**config.mk**
```make
export PLATFORM = sky130hd
export DESIGN_NAME = pcs_tx_top
export DESIGN_NICKNAME = d
export VERILOG_FILES = /design/src/rtl/pcs_pkg.sv /design/src/rtl/block_type_classifier.sv /design/src/rtl/block_encoder.sv /design/src/rtl/scrambler.sv /design/src/rtl/credit_fifo.sv /design/src/rtl/pcs_config_regs.sv /design/src/rtl/pcs_tx_top.sv
export SDC_FILE = /design/constraint.sdc
export NUM_CORES = 1
export LEC_CHECK = 0
export BUFFER_PORTS_ARGS = -buffer_cell sky130_fd_sc_hd__buf_4
export CAP_MARGIN = 10
export CORE_MARGIN = 4
export CORE_UTILIZATION = 50
export CTS_BUF_LIST = sky130_fd_sc_hd__clkbuf_8
export DETAILED_ROUTE_END_ITERATION = 8
export GPL_ROUTABILITY_DRIVEN = 0
export PLACE_DENSITY = 0.68
export SYNTH_ARGS = -nofsm -noshare
export SYNTH_HDL_FRONTEND = slang
export SYNTH_SLANG_ARGS = --single-unit
```
**constraint.sdc**
```tcl
create_clock -name tb_clock -period 7.2 [get_ports tb_clock]
set_input_delay 1.08 -clock tb_clock [delete_from_list [all_inputs] [get_ports tb_clock]]
set_output_delay 1.08 -clock tb_clock [all_outputs]
set_load 0.02 [all_outputs]
```
**src/rtl/pcs_pkg.sv**
```systemverilog
package pcs_pkg;

	localparam int xgmii_data_width = 64;
	localparam int xgmii_ctrl_width = 8;
	localparam int coded_block_width = 66;
	localparam int scrambler_width = 58;
	localparam int cfg_addr_width = 2;
	localparam int cfg_data_width = 32;

	typedef enum logic [3:0] {
		kind_data,
		kind_idle,
		kind_start0,
		kind_term0,
		kind_term1,
		kind_term2,
		kind_term3,
		kind_term4,
		kind_term5,
		kind_term6,
		kind_term7,
		kind_error
	} block_kind_t;

	typedef logic [coded_block_width-1:0] coded_block_t;

	localparam logic [1:0] sync_data = 2'b01;
	localparam logic [1:0] sync_ctrl = 2'b10;

	// Idle and error share one block type field value
	localparam logic [7:0] type_idle = 8'h1E;
	localparam logic [7:0] type_start0 = 8'h78;
	// Element K is the type byte for a terminate in lane K
	localparam logic [7:0][7:0] type_term = {
		8'hFF, 8'hE1, 8'hD2, 8'hCC, 8'hB4, 8'hAA, 8'h99, 8'h87
	};

	localparam logic [7:0] char_idle = 8'h07;
	localparam logic [7:0] char_start = 8'hFB;
	localparam logic [7:0] char_term = 8'hFD;
	localparam logic [7:0] char_error = 8'hFE;

	localparam logic [6:0] code_idle = 7'h00;
	localparam logic [6:0] code_error = 7'h1E;

	localparam logic [scrambler_width-1:0] scrambler_seed = {scrambler_width{1'b1}};

	localparam logic [cfg_addr_width-1:0] reg_control = 2'd0;
	localparam logic [cfg_addr_width-1:0] reg_block_count = 2'd1;
	localparam logic [cfg_addr_width-1:0] reg_error_count = 2'd2;

endpackage

```
**src/rtl/block_type_classifier.sv**
```systemverilog
`timescale 1ns/1ps

module block_type_classifier
	import pcs_pkg::*;
(
	input  logic                        tb_clock,
	input  logic                        rst,
	input  logic                        in_valid,
	input  logic [xgmii_ctrl_width-1:0] tx_ctrl,
	input  logic [xgmii_data_width-1:0] tx_data,
	output block_kind_t                 kind,
	output logic                        kind_valid,
	output logic [xgmii_ctrl_width-1:0] held_ctrl,
	output logic [xgmii_data_width-1:0] held_data
);

	block_kind_t next_kind;

	// Lane 0 sits in the top byte
	function automatic logic [7:0] lane_byte(input logic [xgmii_data_width-1:0] data, input int lane);
		return data[xgmii_data_width-1-8*lane -: 8];
	endfunction

	// Terminate in the given lane with idles after it
	function automatic logic term_at(input logic [xgmii_data_width-1:0] data, input int lane);
		logic ok;
		ok = (lane_byte(data, lane) == char_term);
		for (int i = lane + 1; i < 8; i++) begin
			ok = ok && (lane_byte(data, i) == char_idle);
		end
		return ok;
	endfunction

	always_comb begin
		next_kind = kind_error;
		if (tx_ctrl == 8'h00) begin
			next_kind = kind_data;
		end else if (tx_ctrl == 8'hFF && tx_data == {8{char_idle}}) begin
			next_kind = kind_idle;
		end else if (tx_ctrl == 8'h80 && lane_byte(tx_data, 0) == char_start) begin
			next_kind = kind_start0;
		end else begin
			// Mask for termK covers lanes K to 7
			for (int k = 0; k < 8; k++) begin
				if (tx_ctrl == (8'hFF >> k) && term_at(tx_data, k)) begin
					next_kind = block_kind_t'(kind_term0 + 4'(k));
				end
			end
		end
	end

	always_ff @(posedge tb_clock) begin
		if (rst) begin
			kind_valid <= 1'b0;
		end else begin
			kind_valid <= in_valid;
		end
	end

	always_ff @(posedge tb_clock) begin
		if (in_valid) begin
			kind <= next_kind;
			held_ctrl <= tx_ctrl;
			held_data <= tx_data;
		end
	end

endmodule

```
**src/rtl/block_encoder.sv**
```systemverilog
`timescale 1ns/1ps

module block_encoder
	import pcs_pkg::*;
(
	input  logic                        tb_clock,
	input  logic                        rst,
	input  block_kind_t                 kind,
	input  logic                        kind_valid,
	input  logic [xgmii_ctrl_width-1:0] held_ctrl,
	input  logic [xgmii_data_width-1:0] held_data,
	output coded_block_t                block,
	output logic                        block_valid,
	output logic                        block_is_error
);

	logic [55:0] body;
	logic [2:0] term_lane;
	coded_block_t next_block;

	function automatic logic [6:0] lane_code(input logic is_ctrl, input logic [7:0] ch);
		if (is_ctrl && ch == char_idle) begin
			return code_idle;
		end
		return code_error;
	endfunction

	always_comb begin
		body = '0;
		term_lane = 3'(kind - kind_term0);
		next_block = '0;
		case (kind)
			kind_data: begin
				next_block = {sync_data, held_data};
			end
			kind_idle: begin
				for (int i = 0; i < 8; i++) begin
					body[7*(7-i) +: 7] = lane_code(held_ctrl[7-i], held_data[63-8*i -: 8]);
				end
				next_block = {sync_ctrl, type_idle, body};
			end
			kind_error: begin
				body = {8{code_error}};
				next_block = {sync_ctrl, type_idle, body};
			end
			kind_start0: begin
				next_block = {sync_ctrl, type_start0, held_data[55:0]};
			end
			default: begin
				// Data lanes first, then 7-K pad bits, then codes for the trailing lanes
				for (int i = 0; i < 7; i++) begin
					if (i < int'(term_lane)) begin
						body[55-8*i -: 8] = held_data[63-8*i -: 8];
					end
				end
				for (int i = 1; i < 8; i++) begin
					if (i > int'(term_lane)) begin
						body[7*(7-i) +: 7] = lane_code(held_ctrl[7-i], held_data[63-8*i -: 8]);
					end
				end
				next_block = {sync_ctrl, type_term[term_lane], body};
			end
		endcase
	end

	always_ff @(posedge tb_clock) begin
		if (rst) begin
			block_valid <= 1'b0;
			block_is_error <= 1'b0;
		end else begin
			block_valid <= kind_valid;
			block_is_error <= kind_valid && (kind == kind_error);
		end
	end

	always_ff @(posedge tb_clock) begin
		if (kind_valid) begin
			block <= next_block;
		end
	end

endmodule

```
**src/rtl/scrambler.sv**
```systemverilog
`timescale 1ns/1ps

module scrambler
	import pcs_pkg::*;
(
	input  logic         tb_clock,
	input  logic         rst,
	input  logic         bypass,
	input  coded_block_t block,
	input  logic         block_valid,
	output coded_block_t scr_block,
	output logic         scr_valid
);

	logic [scrambler_width-1:0] state;
	logic [scrambler_width-1:0] next_state;
	logic [63:0] payload;

	// Polynomial x^58 + x^39 + 1 with the payload MSB going first
	always_comb begin
		next_state = state;
		payload = block[63:0];
		if (!bypass) begin
			for (int i = 63; i >= 0; i--) begin
				payload[i] = block[i] ^ next_state[38] ^ next_state[57];
				next_state = {next_state[scrambler_width-2:0], payload[i]};
			end
		end
	end

	always_ff @(posedge tb_clock) begin
		if (rst) begin
			state <= scrambler_seed;
			scr_valid <= 1'b0;
		end else begin
			scr_valid <= block_valid;
			if (block_valid && !bypass) begin
				state <= next_state;
			end
		end
	end

	always_ff @(posedge tb_clock) begin
		if (block_valid) begin
			scr_block <= {block[coded_block_width-1:64], payload};
		end
	end

endmodule

```
**src/rtl/credit_fifo.sv**
```systemverilog
`timescale 1ns/1ps

module credit_fifo
	import pcs_pkg::*;
#(
	parameter type payload_t = coded_block_t,
	parameter int fifo_depth = 8,
	parameter int credit_width = 4
) (
	input  logic     tb_clock,
	input  logic     rst,
	input  logic     push,
	input  payload_t push_data,
	input  logic     out_credit,
	output payload_t pop_data,
	output logic     out_valid,
	output logic     in_credit
);

	localparam int ptr_width = (fifo_depth > 1) ? $clog2(fifo_depth) : 1;

	payload_t mem [fifo_depth];
	logic [ptr_width-1:0] wr_ptr;
	logic [ptr_width-1:0] rd_ptr;
	logic [credit_width-1:0] count;
	logic [credit_width-1:0] credits;
	logic pop;

	function automatic logic [ptr_width-1:0] ptr_inc(input logic [ptr_width-1:0] ptr);
		return (ptr == ptr_width'(fifo_depth - 1)) ? '0 : ptr + 1'b1;
	endfunction

	assign pop = (count != '0) && (credits != '0);

	always_ff @(posedge tb_clock) begin
		if (rst) begin
			wr_ptr <= '0;
			rd_ptr <= '0;
			count <= '0;
			credits <= '0;
			out_valid <= 1'b0;
			in_credit <= 1'b0;
		end else begin
			out_valid <= pop;
			in_credit <= pop;
			if (push) begin
				wr_ptr <= ptr_inc(wr_ptr);
			end
			if (pop) begin
				rd_ptr <= ptr_inc(rd_ptr);
			end
			case ({push, pop})
				2'b10: count <= count + 1'b1;
				2'b01: count <= count - 1'b1;
				default: count <= count;
			endcase
			// Grants beyond the counter range saturate
			case ({out_credit, pop})
				2'b10: credits <= (credits == '1) ? credits : credits + 1'b1;
				2'b01: credits <= credits - 1'b1;
				default: credits <= credits;
			endcase
		end
	end

	always_ff @(posedge tb_clock) begin
		if (push) begin
			mem[wr_ptr] <= push_data;
		end
		if (pop) begin
			pop_data <= mem[rd_ptr];
		end
	end

endmodule

```
**src/rtl/pcs_config_regs.sv**
```systemverilog
`timescale 1ns/1ps

module pcs_config_regs
	import pcs_pkg::*;
(
	input  logic                      tb_clock,
	input  logic                      rst,
	input  logic                      cfg_write,
	input  logic [cfg_addr_width-1:0] cfg_addr,
	input  logic [cfg_data_width-1:0] cfg_wdata,
	input  logic                      count_block,
	input  logic                      count_error,
	output logic [cfg_data_width-1:0] cfg_rdata,
	output logic                      bypass
);

	logic [cfg_data_width-1:0] block_count;
	logic [cfg_data_width-1:0] error_count;

	always_ff @(posedge tb_clock) begin
		if (rst) begin
			bypass <= 1'b0;
			block_count <= '0;
			error_count <= '0;
		end else begin
			if (cfg_write && cfg_addr == reg_control) begin
				bypass <= cfg_wdata[0];
			end
			// Clear wins over a same-cycle count
			if (cfg_write && cfg_addr == reg_block_count) begin
				block_count <= '0;
			end else if (count_block && block_count != '1) begin
				block_count <= block_count + 1'b1;
			end
			if (cfg_write && cfg_addr == reg_error_count) begin
				error_count <= '0;
			end else if (count_error && error_count != '1) begin
				error_count <= error_count + 1'b1;
			end
		end
	end

	always_comb begin
		case (cfg_addr)
			reg_control: cfg_rdata = {{(cfg_data_width-1){1'b0}}, bypass};
			reg_block_count: cfg_rdata = block_count;
			reg_error_count: cfg_rdata = error_count;
			default: cfg_rdata = '0;
		endcase
	end

endmodule

```
**src/rtl/pcs_tx_top.sv**
```systemverilog
`timescale 1ns/1ps

module pcs_tx_top
	import pcs_pkg::*;
#(
	parameter int fifo_depth = 8
) (
	input  logic                        tb_clock,
	input  logic                        rst,
	input  logic                        in_valid,
	input  logic [xgmii_ctrl_width-1:0] tx_ctrl,
	input  logic [xgmii_data_width-1:0] tx_data,
	input  logic                        out_credit,
	input  logic                        cfg_write,
	input  logic [cfg_addr_width-1:0]   cfg_addr,
	input  logic [cfg_data_width-1:0]   cfg_wdata,
	output logic                        in_credit,
	output coded_block_t                out_block,
	output logic                        out_valid,
	output logic [cfg_data_width-1:0]   cfg_rdata
);

	localparam int credit_width = $clog2(fifo_depth + 1);

	block_kind_t kind;
	logic kind_valid;
	logic [xgmii_ctrl_width-1:0] held_ctrl;
	logic [xgmii_data_width-1:0] held_data;
	coded_block_t block;
	logic block_valid;
	logic block_is_error;
	coded_block_t scr_block;
	logic scr_valid;
	logic bypass;

	block_type_classifier block_type_classifier_i (
		.tb_clock   (tb_clock),
		.rst        (rst),
		.in_valid   (in_valid),
		.tx_ctrl    (tx_ctrl),
		.tx_data    (tx_data),
		.kind       (kind),
		.kind_valid (kind_valid),
		.held_ctrl  (held_ctrl),
		.held_data  (held_data)
	);

	block_encoder block_encoder_i (
		.tb_clock       (tb_clock),
		.rst            (rst),
		.kind           (kind),
		.kind_valid     (kind_valid),
		.held_ctrl      (held_ctrl),
		.held_data      (held_data),
		.block          (block),
		.block_valid    (block_valid),
		.block_is_error (block_is_error)
	);

	scrambler scrambler_i (
		.tb_clock    (tb_clock),
		.rst         (rst),
		.bypass      (bypass),
		.block       (block),
		.block_valid (block_valid),
		.scr_block   (scr_block),
		.scr_valid   (scr_valid)
	);

	credit_fifo #(
		.payload_t    (coded_block_t),
		.fifo_depth   (fifo_depth),
		.credit_width (credit_width)
	) credit_fifo_i (
		.tb_clock   (tb_clock),
		.rst        (rst),
		.push       (scr_valid),
		.push_data  (scr_block),
		.out_credit (out_credit),
		.pop_data   (out_block),
		.out_valid  (out_valid),
		.in_credit  (in_credit)
	);

	// Counters tap the encoder output
	pcs_config_regs pcs_config_regs_i (
		.tb_clock    (tb_clock),
		.rst         (rst),
		.cfg_write   (cfg_write),
		.cfg_addr    (cfg_addr),
		.cfg_wdata   (cfg_wdata),
		.count_block (block_valid),
		.count_error (block_is_error),
		.cfg_rdata   (cfg_rdata),
		.bypass      (bypass)
	);

endmodule

```
==> out/metrics.yaml, run 1 <==
gr-total-overflow: 0
final_report_setup_violation_count: 0
detail_route.drc_violations: 0
leakage_nw: 14.4
syn2layout_area_growth_pct: 13.5
timing.critical_path.buf_inv: 1
drt-initial-drc-count: 2147
detail-route-antenna-nets: 0
synth.yosys.seq_area_share_pct: 69.7
comb_power_share_pct: 14.3
sw_frac_of_total_pct: 25.8
path_common_cell: "a21oi_1"
nets: 2835
postCtsSetupRepairBufs: 0
place.detailed.hpwl_um: 54200
synth_top_family_by_area: "multiplexers"
timing.hold.worst.start: "block_encoder_i.block[64]$_DFFE_PP_"
grt_pass1_vias: 22300
largest_net_degree_at_the_start_of_global_routing: 117
antenna_found_initial: 3
final_worst_slack_ns: 3.76
final-hold-violation-count: 0
report.final.slew_viol_count: 0
viasPerCell: 5.78
syn_avg_cell_area_um2: 15.7
initial_core_util_pct: 50.6
synth_xor_area_share_pct: 4.13
worst_vdd_rail_ir_drop_uv: 155
dr_wl_cell_um: 22.2
clockRootBuffer: "clkbuf_8"
layout_common_cells: "edfxtp_1, buf_4, nand2_1"
holdPathStages: 0
worstMarginPinSlew_ns: 1.21
die_h_um: 286
clkLatencyLatePin_ns: 0.79
crit_path_start_kind: "flip-flop"
track_usage_pct: 20.9
worst_path_max_delay_cell: "edfxtp_1"
number_of_cell_rows: 101
synth.distinct_cells: 67
cts.path.max_buffers: 3
worstSetupPathType: "reg2reg"
cp-end-kind: "flip-flop"
max-slew-margin-rel_pct: 19.4
clkPwrFrac_pct: 33.6
hold-path-endpoint: "scrambler_i.scr_block[64]$_DFFE_PP_"
total_via_count_after_detailed_routing: 22200
synth_fp_nets: 2592
timing.clock.skew_ns: 0.0374
cts.htree.levels: 4
rsz0062_at_grt: "false"
critical_path.max_fanout: 12
synth_cells: 2457
intPower_w: 0.00926
crit_path_cell_trace: "ha_1 > xnor2_1 > inv_1 > ha_1 > a21oi_1 > a21oi_1 > a21oi_1 > a22oi_1"
preCtsSetupSlack_ns: 3.89
die_area_um2: 81800
timing.critical_path.slowest_cell_delay_ns: 0.59
power.density_nw_per_um2: 284
family_with_the_most_delay_on_the_worst_path: "compound AO/OA/AOI/OAI gates"
synth.ff_latch_count: 944
max_freq_mhz: 291
fin_setup_tns_ns: 0
muxShareOfSynthArea_pct: 9.85
yosys_warnings: 0
seqPwrFrac_pct: 52.2
synth_edf_count: 802
floorplan.die.width_um: 286
design.portCount: 211
synth_simple_gate_area_share_pct: 7.62
cap_violations: 0
switching_power_w: 0.00322
synth_fa_ha_area_share_pct: 0.816
status: "completed"
clk_pin_slew_ns: 0.06
clock_sink_count: 944
cp.arrival_ns: 3.94
post_cts_resize_count: 0
dominantRegCellSynth: "edfxtp_1"
initial_drt_pass_iterations: 6
r2r_end: "block_encoder_i.block[38]$_DFFE_PP_"
final_layout_size_suffix_gt1_share_pct: 22.0
tritoncts: "done"
critical_path_required_ns: 7.70
grt_first_pass_wirelength_um: 132000
layout_commonest_cell: "edfxtp_1"
synth_compound_gate_area_share_pct: 6.28
worst_slack_on_hold_paths_ns: 0.469
r2r_slack_ns: 3.76
fin_crit_ns: 3.44
final.period_utilization_pct: 47.8
launch_instance_of_the_worst_register_to_register_path: "block_type_classifier_i.kind[0]$_SDFFCE_PP0P_"
async_flop_share_pct: 0
finalWirelength_um: 85100
worstHoldPathType: "reg2reg"
cts_buffer_count: 150
cts_hold_buf: 0
mappedNetlistArea_um2: 38600
core-area_um2: 76300
place.port_buffers: 179
r2r_depth: 8
-- area by class of cell --
cell class | instances | area, um2
clock inverters | 105 | 599
inverters | 51 | 191
multi-input cells | 1350 | 11200
diodes | 5 | 12.5
fillers | 5879 | 32500
flip-flops and latches | 944 | 26900
well taps | 1030 | 1290
repair buffers | 203 | 1520
clock buffers | 156 | 2150
-- flip-flops by register name, summed over array words and instances (netlist names) --
name	flops
credit_fifo_i.rd_ptr	3
credit_fifo_i.pop_data	66
scrambler_i.scr_valid	1
block_type_classifier_i.kind_valid	1
credit_fifo_i.out_valid	1
block_type_classifier_i.held_data	64
block_encoder_i.block_is_error	1
scrambler_i.state	58
credit_fifo_i.wr_ptr	3
credit_fifo_i.count	4
block_encoder_i.block	66
block_type_classifier_i.held_ctrl	8
credit_fifo_i.credits	4
block_encoder_i.block_valid	1
block_type_classifier_i.kind	4
scrambler_i.scr_block	66
pcs_config_regs_i.bypass	1
pcs_config_regs_i.error_count	32
pcs_config_regs_i.block_count	32
credit_fifo_i.mem	528
-- kinds of logic after synthesis --
family	count (synthesis)
flip-flops	944
AND/OR/NAND/NOR	576
AO/OA/AOI/OAI	361
multiplexers	207
XOR/XNOR	182
buffers and inverters	163
adder cells (fa/ha/maj)	24
-- synthesized netlist by cell type (all sizes together), types with 10 or more instances --
cell	count	area share, %
mux2	66	1.9
a211o	46	1.0
nor4	20	0.32
dfxtp	142	7.4
and4	13	0.30
nor3b	24	0.47
buf	31	0.34
a21oi	92	1.2
inv	51	0.50
nand2	157	1.5
a22oi	24	0.47
nand3	42	0.54
a22o	46	1.0
nand2b	12	0.19
mux4	132	7.7
clkbuf	81	0.79
o21ai	84	1.1
xnor2	104	2.4
or3	40	0.66
nand4	37	0.62
nor2	137	1.3
or4	23	0.45
xor2	78	1.8
ha	22	0.71
o211ai	10	0.19
edfxtp	802	62
nor3	29	0.38
-- through the flow --
step	power, W	instance area (um2)	instances	utilization [%]
3_5_place_dp	0.00843	41100	3578	53.8
6_report	0.0125	43900	3844	57.5
3_3_place_gp	0.00838	41100	3578	53.8
5_1_grt	0.0131	43900	3844	57.5
4_1_cts	0.0126	43800	3839	57.4
2_1_floorplan	0.00780	38600	2457	-
-- how the worst max path moves through the flow --
stage | start | endpoint | slack [ns] | cells after the start
global route | block_type_classifier_i.kind[0]$_SDFFCE_PP0P_ | block_encoder_i.block[38]$_DFFE_PP_ | 3.43 | 8
global placement | block_type_classifier_i.kind[0]$_SDFFCE_PP0P_ | block_encoder_i.block[39]$_DFFE_PP_ | 3.94 | 8
finish | block_type_classifier_i.kind[0]$_SDFFCE_PP0P_ | block_encoder_i.block[38]$_DFFE_PP_ | 3.76 | 8
CTS | pcs_config_regs_i.bypass$_SDFFE_PP0P_ | cfg_rdata[0] | 3.74 | 4
floorplan | scrambler_i.scr_valid$_SDFF_PP0_ | credit_fifo_i.mem[0][0]$_DFFE_PP_ | 1.61 | 2
detailed placement | block_type_classifier_i.kind[0]$_SDFFCE_PP0P_ | block_encoder_i.block[38]$_DFFE_PP_ | 3.89 | 8
-- layer usage --
| metal | wire length (um) | vias to the layer above | global-route usage, % |
|---|---|---|---|
| li1 | - | 10100 | - |
| met1 | 36800 | 11100 | 29.1 |
| met2 | 40700 | 844 | 33.8 |
| met3 | 5260 | 185 | 3.73 |
| met4 | 2400 | 0 | 6.89 |
| met5 | 0 | - | 0 |
-- power groups by stage --
| stage | sequential, W | clock [W] | combinational, W |
|---|---|---|---|
| floorplan | 0.00664 | 0 | 0.00115 |
| global placement | 0.00661 | 0 | 0.00177 |
| detailed placement | 0.00662 | 0 | 0.00180 |
| CTS | 0.00651 | 0.00431 | 0.00181 |
| global route | 0.00654 | 0.00459 | 0.00194 |
| finish | 0.00651 | 0.00419 | 0.00178 |
Note: power is estimated with default switching activity, not from simulation.
==> inputs of run 2 (changes only) <==
==> constraint.sdc (replaced) <==
create_clock -name tb_clock -period 3.3 [get_ports tb_clock]
set_input_delay 0.495 -clock tb_clock [delete_from_list [all_inputs] [get_ports tb_clock]]
set_output_delay 0.495 -clock tb_clock [all_outputs]
set_load 0.02 [all_outputs]
==> out/metrics.yaml, run 2 (same netlist as run 1, synthesis figures left out) <==
place.port_buffers: 179
r2r_depth: 11
initial_drt_pass_iterations: 6
hold-path-endpoint: "credit_fifo_i.credits[1]$_SDFFE_PP0P_"
cts.htree.levels: 4
leakage_nw: 15.1
detail-route-antenna-nets: 0
holdPathStages: 4
finalWirelength_um: 87400
drt-initial-drc-count: 2173
worstSetupPathType: "reg2out"
layout_commonest_cell: "edfxtp_1"
r2r_end: "block_encoder_i.block[38]$_DFFE_PP_"
report.final.slew_viol_count: 0
cp-end-kind: "primary output"
nets: 2945
design.portCount: 211
seqPwrFrac_pct: 51.1
timing.hold.worst.start: "out_credit"
largest_register: "credit_fifo_i.mem"
clk_pin_slew_ns: 0.06
timing.clock.skew_ns: 0.0355
cts_buffer_count: 152
power.density_nw_per_um2: 611
clock_sink_count: 944
detail_route.drc_violations: 0
total_via_count_after_detailed_routing: 22700
switching_power_w: 0.00710
layout_common_cells: "edfxtp_1, buf_4, nand2_1"
sw_frac_of_total_pct: 25.6
r2r_slack_ns: 0.48
path_common_cell: "buf_4"
final_layout_size_suffix_gt1_share_pct: 22.7
syn2layout_area_growth_pct: 17.3
place.detailed.instances: 3610
place.detailed.hpwl_um: 57400
viasPerCell: 5.72
worst_vdd_rail_ir_drop_uv: 352
largest_register_ffs: 528
dr_wl_cell_um: 22.1
worst_slack_on_hold_paths_ns: 0.226
final_report_setup_violation_count: 0
gr-total-overflow: 0
floorplan.die.width_um: 286
max-slew-margin-rel_pct: 23.4
crit_path_cell_trace: "buf_4 > mux2i_1 > o21ai_0 > buf_4"
core-area_um2: 76300
timing.critical_path.slowest_cell_delay_ns: 0.65
worstMarginPinSlew_ns: 1.15
launch_instance_of_the_worst_register_to_register_path: "block_type_classifier_i.kind[0]$_SDFFCE_PP0P_"
cts.path.max_buffers: 3
post_cts_resize_count: 0
rsz0062_at_grt: "false"
track_usage_pct: 21.5
intPower_w: 0.0206
grt_pass1_vias: 23100
grt_first_pass_wirelength_um: 136000
comb_power_share_pct: 14.9
cap_violations: 0
clkPwrFrac_pct: 34.0
die_h_um: 286
largest_net_degree_at_the_start_of_global_routing: 109
fin_crit_ns: 2.90
final-hold-violation-count: 0
fin_setup_tns_ns: 0
worstHoldPathType: "in2reg"
status: "completed"
max_freq_mhz: 345
instances_no_fill: 3961
critical_path_required_ns: 2.80
number_of_cell_rows: 101
clockRootBuffer: "clkbuf_8"
initial_core_util_pct: 50.6
cp.arrival_ns: 2.40
tritoncts: "done"
crit_path_start_kind: "flip-flop"
critical_path.max_fanout: 85
antenna_found_initial: 2
final.period_utilization_pct: 87.8
worst_path_max_delay_cell: "buf_4"
clkLatencyLatePin_ns: 0.81
die_area_um2: 81800
[run 2: layout make-up]
type	count	area (um2)
Multi-Input combinational cell	1350	11200
Timing Repair Buffer	311	2810
Tap cell	1030	1290
Fill cell	5751	31000
Sequential cell	944	26900
Clock inverter	117	726
Clock buffer	155	2130
Inverter	51	195
Antenna cell	3	7.51
[run 2: power groups by stage]
stage	sequential [W]	combinational, W	clock (W)
finish	0.0142	0.00412	0.00942
global route	0.0142	0.00448	0.0103
CTS	0.0142	0.00419	0.00969
detailed placement	0.0144	0.00410	0
global placement	0.0144	0.00403	0
floorplan	0.0145	0.00258	0
[run 2: metrics by stage]
| stage | total power (W) | util, % | area, um2 | setup slack (ns) |
|---|---|---|---|---|
| finish | 0.0277 | 59.4 | 45300 | 0.402 |
| global route | 0.0290 | 59.4 | 45300 | 0.183 |
| CTS | 0.0281 | 59.4 | 45300 | 0.270 |
| detailed placement | 0.0185 | 54.6 | 41700 | 0.578 |
| global placement | 0.0184 | 54.6 | 41700 | 0.627 |
| floorplan | 0.0171 | - | 38700 | -0.522 |
[run 2: how the worst max path moves through the flow]
stage                                                   from                                  end  slack, ns  cells after the start
2_1_floorplan               scrambler_i.scr_valid$_SDFF_PP0_    credit_fifo_i.mem[6][0]$_DFFE_PP_      -0.52                      2
3_3_place_gp   block_type_classifier_i.kind[0]$_SDFFCE_PP0P_  block_encoder_i.block[39]$_DFFE_PP_       0.63                     11
3_5_place_dp   block_type_classifier_i.kind[0]$_SDFFCE_PP0P_  block_encoder_i.block[39]$_DFFE_PP_       0.58                     11
4_1_cts                pcs_config_regs_i.bypass$_SDFFE_PP0P_                         cfg_rdata[0]       0.27                      4
5_1_grt                pcs_config_regs_i.bypass$_SDFFE_PP0P_                         cfg_rdata[0]       0.18                      4
6_report               pcs_config_regs_i.bypass$_SDFFE_PP0P_                         cfg_rdata[0]       0.40                      4
[run 2: worst max-delay path, delay by kind of cell (launching register included)]
kind	cells	cell delay (ns)
AO/OA/AOI/OAI	1	0.29
buffers and inverters	2	0.85
flip-flops	1	0.33
multiplexers	1	0.14
[run 2: what timing repair did]
action,CTS,global route
hold endpoints to repair,81,0
hold buffers,76,0
buffers inserted,0,0
[run 2: layer usage]
metal	global-route usage (%)	vias to the layer above	routed length, um
li1	-	10300	-
met1	29.2	11400	37100
met2	35.5	807	43100
met3	4.06	157	5030
met4	6.63	0	2180
met5	0	-	0
